$ cat src/hdl/spi_link_pkg.sv
package spi_link_pkg;

    // One frame is always a single byte
    localparam int SPI_WORD_W = 8;

    // Two SCLK edges per bit
    localparam int SPI_EDGES = 2 * SPI_WORD_W;

    // Frame sequencing of the shift engine
    typedef enum logic [1:0] {
        LINK_IDLE,
        LINK_LOAD,
        LINK_SHIFT,
        LINK_DONE
    } link_state_t;

    // Standard SPI modes, encoded as {cpol, cpha}
    typedef enum logic [1:0] {
        SPI_MODE0 = 2'b00,
        SPI_MODE1 = 2'b01,
        SPI_MODE2 = 2'b10,
        SPI_MODE3 = 2'b11
    } spi_mode_t;

endpackage

$ cat src/hdl/spi_reg_pkg.sv
package spi_reg_pkg;

    // Register bus widths
    localparam int REG_ADDR_W = 3;
    localparam int REG_DATA_W = 8;

    // Register map, anything else reads as zero
    typedef enum logic [REG_ADDR_W-1:0] {
        REG_CTRL   = 3'd0,
        REG_CLKDIV = 3'd1,
        REG_STATUS = 3'd2,
        REG_TXDATA = 3'd3,
        REG_RXDATA = 3'd4
    } reg_addr_t;

    // CTRL fields
    localparam int CTRL_EN_BIT   = 0;
    localparam int CTRL_CPOL_BIT = 1;
    localparam int CTRL_CPHA_BIT = 2;

    // STATUS fields, overflow flags are sticky until a CTRL write
    localparam int STAT_TX_EMPTY_BIT = 0;
    localparam int STAT_TX_FULL_BIT  = 1;
    localparam int STAT_RX_EMPTY_BIT = 2;
    localparam int STAT_RX_FULL_BIT  = 3;
    localparam int STAT_BUSY_BIT     = 4;
    localparam int STAT_TX_OVF_BIT   = 5;
    localparam int STAT_RX_OVF_BIT   = 6;

endpackage

$ cat src/hdl/spi_fifo.sv
`timescale 1ns/100ps

module spi_fifo #(
    parameter int FIFO_DEPTH = 8
) (
    input  logic                        clk,
    input  logic                        rst_n,
    input  logic [7:0]                  data_in,
    input  logic                        fifo_en,
    input  logic                        fifo_read,
    input  logic                        fifo_write,
    output logic [7:0]                  data_out,
    output logic [$clog2(FIFO_DEPTH):0] data_count,
    output logic                        fifo_full,
    output logic                        fifo_empty
);

    localparam int PTR_W = $clog2(FIFO_DEPTH);

    logic [7:0]       mem [FIFO_DEPTH];
    logic [PTR_W-1:0] rd_ptr;
    logic [PTR_W-1:0] wr_ptr;
    logic             do_push;
    logic             do_pop;

    assign fifo_empty = (data_count == '0);
    assign fifo_full  = (data_count == (PTR_W + 1)'(FIFO_DEPTH));

    // Requests that hit a full or empty buffer are dropped
    assign do_push = fifo_en && fifo_write && !fifo_full;
    assign do_pop  = fifo_en && fifo_read && !fifo_empty;

    // Storage array
    always_ff @(posedge clk) begin
        if (do_push) begin
            mem[wr_ptr] <= data_in;
        end
    end

    always_ff @(posedge clk or negedge rst_n) begin
        if (!rst_n) begin
            rd_ptr     <= '0;
            wr_ptr     <= '0;
            data_count <= '0;
            data_out   <= '0;
        end else begin
            if (do_push) begin
                wr_ptr <= (wr_ptr == PTR_W'(FIFO_DEPTH - 1)) ? '0 : wr_ptr + 1'b1;
            end
            // Registered read port, data_out holds between pops
            if (do_pop) begin
                data_out <= mem[rd_ptr];
                rd_ptr   <= (rd_ptr == PTR_W'(FIFO_DEPTH - 1)) ? '0 : rd_ptr + 1'b1;
            end
            case ({do_push, do_pop})
                2'b10:   data_count <= data_count + 1'b1;
                2'b01:   data_count <= data_count - 1'b1;
                default: data_count <= data_count;
            endcase
        end
    end

endmodule

$ cat src/hdl/spi_master.sv
`timescale 1ns/100ps

module spi_master import spi_reg_pkg::*; #(
    parameter int FIFO_DEPTH = 8
) (
    input  logic                  clk,
    input  logic                  rst_n,
    input  logic                  wr_en,
    input  logic                  rd_en,
    input  logic [REG_ADDR_W-1:0] addr,
    input  logic [REG_DATA_W-1:0] wdata,
    input  logic                  miso,
    output logic [REG_DATA_W-1:0] rdata,
    output logic                  rd_valid,
    output logic                  sclk,
    output logic                  cs_n,
    output logic                  mosi
);

    // Register block controls
    logic       tx_push;
    logic [7:0] tx_wdata;
    logic       rx_pop;
    logic       fifo_en;
    logic       cpol;
    logic       cpha;
    logic [7:0] clkdiv;

    // FIFO status and data
    logic [7:0] tx_data;
    logic       tx_full;
    logic       tx_empty;
    logic [7:0] rx_data;
    logic       rx_full;
    logic       rx_empty;

    // Shift engine handshake
    logic       tx_pop;
    logic       rx_push;
    logic [7:0] rx_byte;
    logic       busy;

    spi_regs #(
        .FIFO_DEPTH (FIFO_DEPTH)
    ) spi_regs_inst (
        .clk      (clk),
        .rst_n    (rst_n),
        .wr_en    (wr_en),
        .rd_en    (rd_en),
        .addr     (addr),
        .wdata    (wdata),
        .tx_full  (tx_full),
        .tx_empty (tx_empty),
        .rx_full  (rx_full),
        .rx_empty (rx_empty),
        .rx_data  (rx_data),
        .busy     (busy),
        .rdata    (rdata),
        .rd_valid (rd_valid),
        .tx_push  (tx_push),
        .tx_wdata (tx_wdata),
        .rx_pop   (rx_pop),
        .fifo_en  (fifo_en),
        .cpol     (cpol),
        .cpha     (cpha),
        .clkdiv   (clkdiv)
    );

    // Core to shifter
    spi_fifo #(
        .FIFO_DEPTH (FIFO_DEPTH)
    ) tx_fifo_inst (
        .clk        (clk),
        .rst_n      (rst_n),
        .data_in    (tx_wdata),
        .fifo_en    (fifo_en),
        .fifo_read  (tx_pop),
        .fifo_write (tx_push),
        .data_out   (tx_data),
        .data_count (),
        .fifo_full  (tx_full),
        .fifo_empty (tx_empty)
    );

    // Shifter to core
    spi_fifo #(
        .FIFO_DEPTH (FIFO_DEPTH)
    ) rx_fifo_inst (
        .clk        (clk),
        .rst_n      (rst_n),
        .data_in    (rx_byte),
        .fifo_en    (fifo_en),
        .fifo_read  (rx_pop),
        .fifo_write (rx_push),
        .data_out   (rx_data),
        .data_count (),
        .fifo_full  (rx_full),
        .fifo_empty (rx_empty)
    );

    spi_shifter spi_shifter_inst (
        .clk      (clk),
        .rst_n    (rst_n),
        .fifo_en  (fifo_en),
        .cpol     (cpol),
        .cpha     (cpha),
        .clkdiv   (clkdiv),
        .tx_data  (tx_data),
        .tx_empty (tx_empty),
        .rx_full  (rx_full),
        .miso     (miso),
        .tx_pop   (tx_pop),
        .rx_push  (rx_push),
        .rx_byte  (rx_byte),
        .busy     (busy),
        .sclk     (sclk),
        .cs_n     (cs_n),
        .mosi     (mosi)
    );

endmodule

$ cat src/hdl/spi_regs.sv
`timescale 1ns/100ps

module spi_regs import spi_reg_pkg::*; #(
    parameter int FIFO_DEPTH = 8
) (
    input  logic                  clk,
    input  logic                  rst_n,
    input  logic                  wr_en,
    input  logic                  rd_en,
    input  logic [REG_ADDR_W-1:0] addr,
    input  logic [REG_DATA_W-1:0] wdata,
    input  logic                  tx_full,
    input  logic                  tx_empty,
    input  logic                  rx_full,
    input  logic                  rx_empty,
    input  logic [7:0]            rx_data,
    input  logic                  busy,
    output logic [REG_DATA_W-1:0] rdata,
    output logic                  rd_valid,
    output logic                  tx_push,
    output logic [7:0]            tx_wdata,
    output logic                  rx_pop,
    output logic                  fifo_en,
    output logic                  cpol,
    output logic                  cpha,
    output logic [7:0]            clkdiv
);

    reg_addr_t             bus_addr;
    reg_addr_t             rd_addr_s1;
    reg_addr_t             rd_addr_s2;
    logic                  rd_valid_s1;
    logic                  rd_valid_s2;
    logic                  tx_ovf;
    logic                  rx_ovf;
    logic [REG_DATA_W-1:0] status;
    logic [REG_DATA_W-1:0] rd_decode;
    logic [REG_DATA_W-1:0] rd_data_q;

    // FIFO full flag cannot be reached with a single entry
    if (FIFO_DEPTH < 2) begin : g_depth_check
        $error("spi_regs: FIFO_DEPTH must be at least 2");
    end

    assign bus_addr = reg_addr_t'(addr);

    always_comb begin
        status                    = '0;
        status[STAT_TX_EMPTY_BIT] = tx_empty;
        status[STAT_TX_FULL_BIT]  = tx_full;
        status[STAT_RX_EMPTY_BIT] = rx_empty;
        status[STAT_RX_FULL_BIT]  = rx_full;
        status[STAT_BUSY_BIT]     = busy;
        status[STAT_TX_OVF_BIT]   = tx_ovf;
        status[STAT_RX_OVF_BIT]   = rx_ovf;
    end

    // RXDATA is muxed in one stage later, once the pop has landed
    always_comb begin
        rd_decode = '0;
        case (rd_addr_s1)
            REG_CTRL: begin
                rd_decode[CTRL_EN_BIT]   = fifo_en;
                rd_decode[CTRL_CPOL_BIT] = cpol;
                rd_decode[CTRL_CPHA_BIT] = cpha;
            end
            REG_CLKDIV: rd_decode = clkdiv;
            REG_STATUS: rd_decode = status;
            default:    rd_decode = '0;
        endcase
    end

    always_ff @(posedge clk or negedge rst_n) begin
        if (!rst_n) begin
            fifo_en     <= 1'b0;
            cpol        <= 1'b0;
            cpha        <= 1'b0;
            clkdiv      <= '0;
            tx_push     <= 1'b0;
            rx_pop      <= 1'b0;
            tx_ovf      <= 1'b0;
            rx_ovf      <= 1'b0;
            rd_valid_s1 <= 1'b0;
            rd_valid_s2 <= 1'b0;
            rd_valid    <= 1'b0;
            rd_addr_s1  <= REG_CTRL;
            rd_addr_s2  <= REG_CTRL;
        end else begin
            // Strobes are registered, FIFO acts one cycle after the access
            tx_push <= wr_en && (bus_addr == REG_TXDATA) && fifo_en;
            rx_pop  <= rd_en && (bus_addr == REG_RXDATA) && fifo_en;

            // Flag the exact strobe the FIFO ignores
            if (tx_push && tx_full) begin
                tx_ovf <= 1'b1;
            end
            if (rx_pop && rx_empty) begin
                rx_ovf <= 1'b1;
            end

            if (wr_en && bus_addr == REG_CTRL) begin
                fifo_en <= wdata[CTRL_EN_BIT];
                cpol    <= wdata[CTRL_CPOL_BIT];
                cpha    <= wdata[CTRL_CPHA_BIT];
                tx_ovf  <= 1'b0;
                rx_ovf  <= 1'b0;
            end
            if (wr_en && bus_addr == REG_CLKDIV) begin
                clkdiv <= wdata;
            end

            rd_valid_s1 <= rd_en;
            rd_addr_s1  <= bus_addr;
            rd_valid_s2 <= rd_valid_s1;
            rd_addr_s2  <= rd_addr_s1;
            rd_valid    <= rd_valid_s2;
        end
    end

    always_ff @(posedge clk) begin
        if (wr_en && bus_addr == REG_TXDATA) begin
            tx_wdata <= wdata;
        end
        rd_data_q <= rd_decode;
        // rdata holds its value between reads
        if (rd_valid_s2) begin
            rdata <= (rd_addr_s2 == REG_RXDATA) ? rx_data : rd_data_q;
        end
    end

endmodule

$ cat src/hdl/spi_shifter.sv
`timescale 1ns/100ps

module spi_shifter import spi_link_pkg::*; (
    input  logic                  clk,
    input  logic                  rst_n,
    input  logic                  fifo_en,
    input  logic                  cpol,
    input  logic                  cpha,
    input  logic [7:0]            clkdiv,
    input  logic [SPI_WORD_W-1:0] tx_data,
    input  logic                  tx_empty,
    input  logic                  rx_full,
    input  logic                  miso,
    output logic                  tx_pop,
    output logic                  rx_push,
    output logic [SPI_WORD_W-1:0] rx_byte,
    output logic                  busy,
    output logic                  sclk,
    output logic                  cs_n,
    output logic                  mosi
);

    localparam int EDGE_W = $clog2(SPI_EDGES);

    link_state_t           state;
    link_state_t           state_next;
    spi_mode_t             mode;
    logic                  lead_sample;
    logic                  start;
    logic [7:0]            div_cnt;
    logic [EDGE_W-1:0]     edge_cnt;
    logic                  half_done;
    logic                  lead_edge;
    logic                  sample_now;
    logic                  shift_now;
    logic                  sclk_tgl;
    logic                  cs_q;
    logic [SPI_WORD_W-1:0] tx_sr;
    logic [SPI_WORD_W-1:0] rx_sr;

    assign mode = spi_mode_t'({cpol, cpha});

    // Which SCLK edge captures miso
    always_comb begin
        case (mode)
            SPI_MODE0, SPI_MODE2: lead_sample = 1'b1;
            SPI_MODE1, SPI_MODE3: lead_sample = 1'b0;
            default:              lead_sample = 1'b1;
        endcase
    end

    // Need a byte to send and room for the returned one
    assign start = fifo_en && !tx_empty && !rx_full;

    assign half_done  = (state == LINK_SHIFT) && (div_cnt == clkdiv);
    assign lead_edge  = ~edge_cnt[0];
    assign sample_now = half_done && (lead_edge == lead_sample);
    assign shift_now  = half_done && (lead_edge != lead_sample);

    always_comb begin
        state_next = state;
        case (state)
            LINK_IDLE: begin
                if (start) begin
                    state_next = LINK_LOAD;
                end
            end
            LINK_LOAD:  state_next = LINK_SHIFT;
            LINK_SHIFT: begin
                if (half_done && edge_cnt == EDGE_W'(SPI_EDGES - 1)) begin
                    state_next = LINK_DONE;
                end
            end
            LINK_DONE:  state_next = LINK_IDLE;
            default:    state_next = LINK_IDLE;
        endcase
    end

    // FIFO data_out is valid during LOAD, one cycle after the pop
    assign tx_pop  = (state == LINK_IDLE) && start;
    assign rx_push = (state == LINK_DONE);
    assign rx_byte = rx_sr;
    assign busy    = (state != LINK_IDLE);

    // SCLK rests at cpol and toggles only inside a frame
    assign sclk = cpol ^ sclk_tgl;
    assign cs_n = cs_q;

    always_ff @(posedge clk or negedge rst_n) begin
        if (!rst_n) begin
            state    <= LINK_IDLE;
            div_cnt  <= '0;
            edge_cnt <= '0;
            sclk_tgl <= 1'b0;
            cs_q     <= 1'b1;
            mosi     <= 1'b0;
        end else begin
            state <= state_next;
            // Select is low only for LOAD and SHIFT
            cs_q  <= !(state_next == LINK_LOAD || state_next == LINK_SHIFT);
            case (state)
                LINK_LOAD: begin
                    div_cnt  <= '0;
                    edge_cnt <= '0;
                    sclk_tgl <= 1'b0;
                    // First bit must be set up before the leading edge
                    if (lead_sample) begin
                        mosi <= tx_data[SPI_WORD_W-1];
                    end
                end
                LINK_SHIFT: begin
                    if (half_done) begin
                        div_cnt  <= '0;
                        edge_cnt <= edge_cnt + 1'b1;
                        sclk_tgl <= ~sclk_tgl;
                    end else begin
                        div_cnt <= div_cnt + 1'b1;
                    end
                    if (shift_now) begin
                        mosi <= tx_sr[SPI_WORD_W-1];
                    end
                end
                default: begin
                    div_cnt <= '0;
                end
            endcase
        end
    end

    // Shift registers, MSB first in both directions
    always_ff @(posedge clk) begin
        if (state == LINK_LOAD) begin
            tx_sr <= lead_sample ? {tx_data[SPI_WORD_W-2:0], 1'b0} : tx_data;
        end else if (shift_now) begin
            tx_sr <= {tx_sr[SPI_WORD_W-2:0], 1'b0};
        end
        if (sample_now) begin
            rx_sr <= {rx_sr[SPI_WORD_W-2:0], miso};
        end
    end

endmodule

$ cat config.mk
export PLATFORM = sky130hd
export DESIGN_NAME = spi_master
export DESIGN_NICKNAME = d
export VERILOG_FILES = /design/src/hdl/spi_link_pkg.sv /design/src/hdl/spi_reg_pkg.sv /design/src/hdl/spi_fifo.sv /design/src/hdl/spi_master.sv /design/src/hdl/spi_regs.sv /design/src/hdl/spi_shifter.sv
export SDC_FILE = /design/constraint.sdc
export NUM_CORES = 1
export LEC_CHECK = 0
export BUFFER_PORTS_ARGS = -buffer_cell sky130_fd_sc_hd__clkbuf_2
export CAP_MARGIN = 20
export CORE_UTILIZATION = 39
export DETAILED_ROUTE_END_ITERATION = 8
export PLACE_DENSITY = 0.65
export SYNTH_ARGS = -nofsm -noshare
export SYNTH_HDL_FRONTEND = slang
export SYNTH_SLANG_ARGS = --single-unit
export TNS_END_PERCENT = 1
$ cat constraint.sdc
create_clock -name clk -period 2.4 [get_ports clk]
set_input_delay 0 -clock clk [delete_from_list [all_inputs] [get_ports clk]]
set_output_delay 0 -clock clk [all_outputs]
set_load 0.02 [all_outputs]
==> impl_summary.log <==
[metrics] final standard cell utilization of the core: 47.2%
[metrics] worst setup slack after layout: 0.0587 ns
[metrics] number of vias per cell after detailed routing: 5.24
[metrics] Post-Syn Area per Cell: 16.2 µm²
[metrics] maximum buffer depth of the clock tree: 3
[metrics] required time reported for the critical path endpoint: 2.81 ns
[metrics] Rows: 58
[metrics] count of pins over their slew limit: 0
[metrics] slowest CP cell: sky130_fd_sc_hd__or4b_4
[metrics] largest delay contributor family on the critical path: simple AND/OR/NAND/NOR gates
[metrics] Setup WS pre-CTS: -0.102 ns
[metrics] synth warn: 0
[metrics] final weighted congestion in routability-driven placement: 0.828
[metrics] Startpoint Class: flop
[metrics] dpl hpwl: 13.4 mm
[metrics] count of unique library cells instantiated by Yosys: 52
[metrics] final period utilization: 97.6%
[metrics] worst path arrival time: 2.75 ns
[metrics] effective utilization at floorplan: 39.7%
[metrics] Synth Net Count: 657
[metrics] Max rail drop VDD: 0.000719 V
[metrics] share of flip-flops with an asynchronous set or reset after synthesis: 31.4%
[metrics] DRT Pass-1 Iters: 5
[metrics] Core Region: 25200 µm²
[metrics] share of post-route cells with drive strength above 1: 26.7%
[metrics] number of hold violations in the final report: 0
[metrics] Stages on worst setup path: 9
[metrics] DRC violations left: 0
[metrics] number of CTS-inserted buffers: 26
[metrics] total gr overflow: 0
[metrics] H-tree depth: 1
[metrics] path type of the worst min-delay path: in -> reg
[metrics] global-route usage over all layers: 15.8%
[metrics] minimum hold slack: 0.189 ns
[metrics] sequential area share after synthesis: 68.9%
[metrics] vias in the first global route: 5816
[metrics] power density over cell area: 1070 nW/µm²
[metrics] transition time of the tightest slew-check pin: 0.839 ns
[metrics] total area of multi-input combinational cells: 3030 µm²
[metrics] run status: complete, no violations
[metrics] Setup Skew: 0.0213 ns
[metrics] summed instance area of the synthesized netlist: 10000 µm²
[metrics] number of cells traversed by the worst register-to-register path: 9
[metrics] crit path time final: 2.34 ns
[metrics] register clock-pin slew on the reported worst setup and hold paths: 0.06 ns
[metrics] Worst Hold Path Cells: 5
[metrics] crit-path cells: or4b_4 > and4_4 > ha_4 > xor2_2 > ha_2 > a21oi_4 > xor2_2 > nor2_2 > xor2_1
[metrics] post-DR wirelength/cell: 18.9 µm
[metrics] TritonCTS clock tree: built
[metrics] CP bufs+invs: 0
[metrics] slew margin rel.: 44.1%
[metrics] buffers added on ports: 27
[metrics] most common cell type on the critical path: sky130_fd_sc_hd__xor2_2
[metrics] Clock Tree Root: sky130_fd_sc_hd__clkbuf_16
[metrics] Seq cells post-synth: 245
[metrics] Synth Flop Type: sky130_fd_sc_hd__edfxtp_1
[metrics] total setup violations reported at the end of the flow: 0
[metrics] sort of element at the end of the critical path: flop
[metrics] area added between synthesis and finish: 18.8%
[metrics] leakage power: 4.47 nW
[metrics] critical path class: reg -> reg
[metrics] number of ports placed on the die boundary: 28
[metrics] Chip Width: 162 µm
[metrics] maximum number of pins on one net before global-route repair: 78
[metrics] number of DRC markers in iteration 0: 530
[metrics] longest individual stage delay on the worst path: 0.58 ns
[metrics] number of antenna violations at the first check in global routing: 1
[metrics] total clock sinks: 245
[metrics] Filler cells: 2137
[metrics] maximum clock rate: 427 MHz
[metrics] wire length of the first global-routing pass: 32.1 mm
[metrics] Reg area: 6890 µm²
[metrics] Post-Syn Instances: 619
[metrics] count of flip-flops with a built-in enable after synthesis: 160
[metrics] remaining number of nets flagged by the antenna check after routing: 0
[metrics] Die Outline Area: 26300 µm²
[metrics] worst-skew pair later-pin latency: 0.53 ns
[metrics] net count reported at finish: 745
[metrics] RSZ-0062 raised after global routing: yes
[metrics] die boundary height: 162 µm
[metrics] number of violations of the max-capacitance limit: 0
[metrics] total wire length after detailed routing: 19.9 mm
[metrics] biggest fanout along the worst timing path: 4
[metrics] via count: 5534
## what timing repair did
action	4_1_cts	5_1_grt
hold buffers	14	1
endpoints found under the setup margin	2	3
resized for setup	6	6
pin swaps	5	3
endpoints found under the hold margin	103	6
buffers inserted	5	0
## where the power goes
part,switching [mW],internal [mW]
registers,0.590,5.03
logic,1.49,1.54
clock network,1.59,2.46
total,3.67,9.02
## tightest hold or removal path, stage by stage
cell and delay, ns:
sky130_fd_sc_hd__clkbuf_2 0.09, sky130_fd_sc_hd__nor2b_1 0.18, sky130_fd_sc_hd__nor3b_1 0.15, sky130_fd_sc_hd__buf_4 0.15, sky130_fd_sc_hd__nor2_1 0.09
## worst paths after layout
| check | start | to | slack, ns |
|---|---|---|---|
| min in group asynchronous | rst_n | tx_fifo_inst.rd_ptr[0] | 0.37 |
| hold / removal | wr_en | spi_regs_inst.rx_ovf | 0.19 |
| max in group asynchronous | rst_n | spi_shifter_inst.cs_n | 1.45 |
| setup / recovery | rx_fifo_inst.data_count[0] | tx_fifo_inst.data_count[2] | 0.06 |
| setup reg to reg | rx_fifo_inst.data_count[0] | tx_fifo_inst.data_count[2] | 0.06 |
| hold reg to reg | spi_regs_inst.rd_valid_s1 | spi_regs_inst.rd_valid_s2 | 0.39 |
## state kept, by name, indices dropped and copies added, names as in the netlist, 2 cells and up
register and count:
spi_regs_inst.rd_addr_s2 3, spi_shifter_inst.state 2, spi_regs_inst.clkdiv 8, spi_shifter_inst.tx_sr 8, tx_fifo_inst.data_count 4, spi_shifter_inst.rx_byte 8
tx_fifo_inst.data_out 8, rx_fifo_inst.wr_ptr 3, tx_fifo_inst.rd_ptr 3, spi_shifter_inst.edge_cnt 4, spi_regs_inst.rd_addr_s1 3, rx_fifo_inst.data_count 4
tx_fifo_inst.wr_ptr 3, rx_fifo_inst.mem 64, spi_regs_inst.rdata 8, spi_regs_inst.rd_data_q 8, spi_regs_inst.tx_wdata 8, spi_shifter_inst.div_cnt 8
rx_fifo_inst.data_out 8, tx_fifo_inst.mem 64, rx_fifo_inst.rd_ptr 3
## through the flow
| step | TNS (ns) | instances | area [µm²] | power (mW) |
|---|---|---|---|---|
| final | 0 | 1057 | 11900 | 12.7 |
| after detailed placement | -0.199 | 988 | 10700 | 8.57 |
| after CTS | -0.00627 | 1054 | 11800 | 12.7 |
| after global placement | 0 | 988 | 10700 | 8.39 |
| after global routing | -0.0365 | 1057 | 11900 | 13.3 |
| after floorplan | 0 | 619 | 10000 | 7.68 |
## per-layer routing
layer / part of all wire (%) / track usage [%] / vias to the layer above
li1: - / - / 2533
met1: 42 / 20.7 / 2784
met2: 50 / 27.0 / 172
met3: 5.5 / 2.83 / 45
met4: 2.5 / 4.46 / 0
met5: 0 / 0 / -
## cells by family (layout without fill, tap and decap cells)
| family | after synthesis | after routing | synth area share [%] |
|---|---|---|---|
| mux | 89 | 89 | 13.4 |
| simple gates | 144 | 144 | 7.65 |
| fa+ha+maj | 22 | 22 | 2.83 |
| buf+inv | 35 | 142 | 1.59 |
| flops | 245 | 245 | 68.9 |
| xor+xnor | 24 | 24 | 2.10 |
| other cells | 0 | 1 | 0 |
| compound gates | 60 | 60 | 3.54 |
## area by class of cell
class / instances / area share (%)
multi-input combinational: 339 / 25.5
inverter: 11 / 0.347
clock buffer: 31 / 5.72
antenna: 1 / 0.0211
clock inverter: 16 / 1.70
timing repair buffer: 84 / 5.24
tap: 330 / 3.47
sequential: 245 / 58.0
## cell usage in the layout, fill, tap and decap left out, drive strengths merged, types with 2 or more instances in the layout
master / n
mux2: 31
xnor2: 4
nand4: 5
dfrtp: 76
o21ai: 8
and2: 3
inv: 12
a22oi: 6
a31oi: 2
buf: 43
mux2i: 26
nor2b: 3
nand2b: 8
and3: 6
ha: 21
nor4: 4
dfxtp: 8
dlygate4sd3: 15
nand2: 16
nor3b: 4
nand3: 12
or4b: 2
o211ai: 2
a21oi: 34
nor2: 54
a221o: 4
edfxtp: 160
clkinv: 10
bufinv: 4
nor3: 18
xor2: 20
a21o: 2
mux4: 32
and3b: 2
clkbuf: 57
## cells in the mapped netlist (2+ instances only)
| cell type | n | area, µm² |
|---|---|---|
| sky130_fd_sc_hd__and2_1 | 2 | 12.5 |
| sky130_fd_sc_hd__mux4_2 | 32 | 721 |
| sky130_fd_sc_hd__o211ai_1 | 2 | 15.0 |
| sky130_fd_sc_hd__nand3_1 | 11 | 55.1 |
| sky130_fd_sc_hd__edfxtp_1 | 160 | 4800 |
| sky130_fd_sc_hd__nor2b_1 | 3 | 18.8 |
| sky130_fd_sc_hd__nor3_1 | 18 | 90.1 |
| sky130_fd_sc_hd__mux2_2 | 28 | 315 |
| sky130_fd_sc_hd__buf_4 | 3 | 22.5 |
| sky130_fd_sc_hd__a21oi_1 | 34 | 170 |
| sky130_fd_sc_hd__xnor2_1 | 4 | 35.0 |
| sky130_fd_sc_hd__inv_1 | 11 | 41.3 |
| sky130_fd_sc_hd__clkbuf_1 | 8 | 30.0 |
| sky130_fd_sc_hd__nand2b_1 | 8 | 50.1 |
| sky130_fd_sc_hd__a22oi_1 | 6 | 45.0 |
| sky130_fd_sc_hd__a21o_1 | 2 | 15.0 |
| sky130_fd_sc_hd__a221o_1 | 4 | 40.0 |
| sky130_fd_sc_hd__a31oi_1 | 2 | 12.5 |
| sky130_fd_sc_hd__o21ai_0 | 8 | 40.0 |
| sky130_fd_sc_hd__nor2_1 | 54 | 203 |
| sky130_fd_sc_hd__buf_2 | 7 | 35.0 |
| sky130_fd_sc_hd__dfrtp_1 | 76 | 1900 |
| sky130_fd_sc_hd__mux2i_1 | 26 | 260 |
| sky130_fd_sc_hd__ha_1 | 21 | 263 |
| sky130_fd_sc_hd__nor4_4 | 2 | 42.5 |
| sky130_fd_sc_hd__and3_1 | 6 | 37.5 |
| sky130_fd_sc_hd__nor4_1 | 2 | 12.5 |
| sky130_fd_sc_hd__nand2_1 | 16 | 60.1 |
| sky130_fd_sc_hd__xor2_1 | 20 | 175 |
| sky130_fd_sc_hd__nor3b_1 | 3 | 22.5 |
| sky130_fd_sc_hd__dfxtp_1 | 8 | 160 |
| sky130_fd_sc_hd__nand4_1 | 5 | 31.3 |
| sky130_fd_sc_hd__buf_1 | 5 | 18.8 |
| sky130_fd_sc_hd__and3b_1 | 2 | 17.5 |
| sky130_fd_sc_hd__mux2_4 | 3 | 45.0 |
No activity file was read; power rests on OpenSTA's default activity.
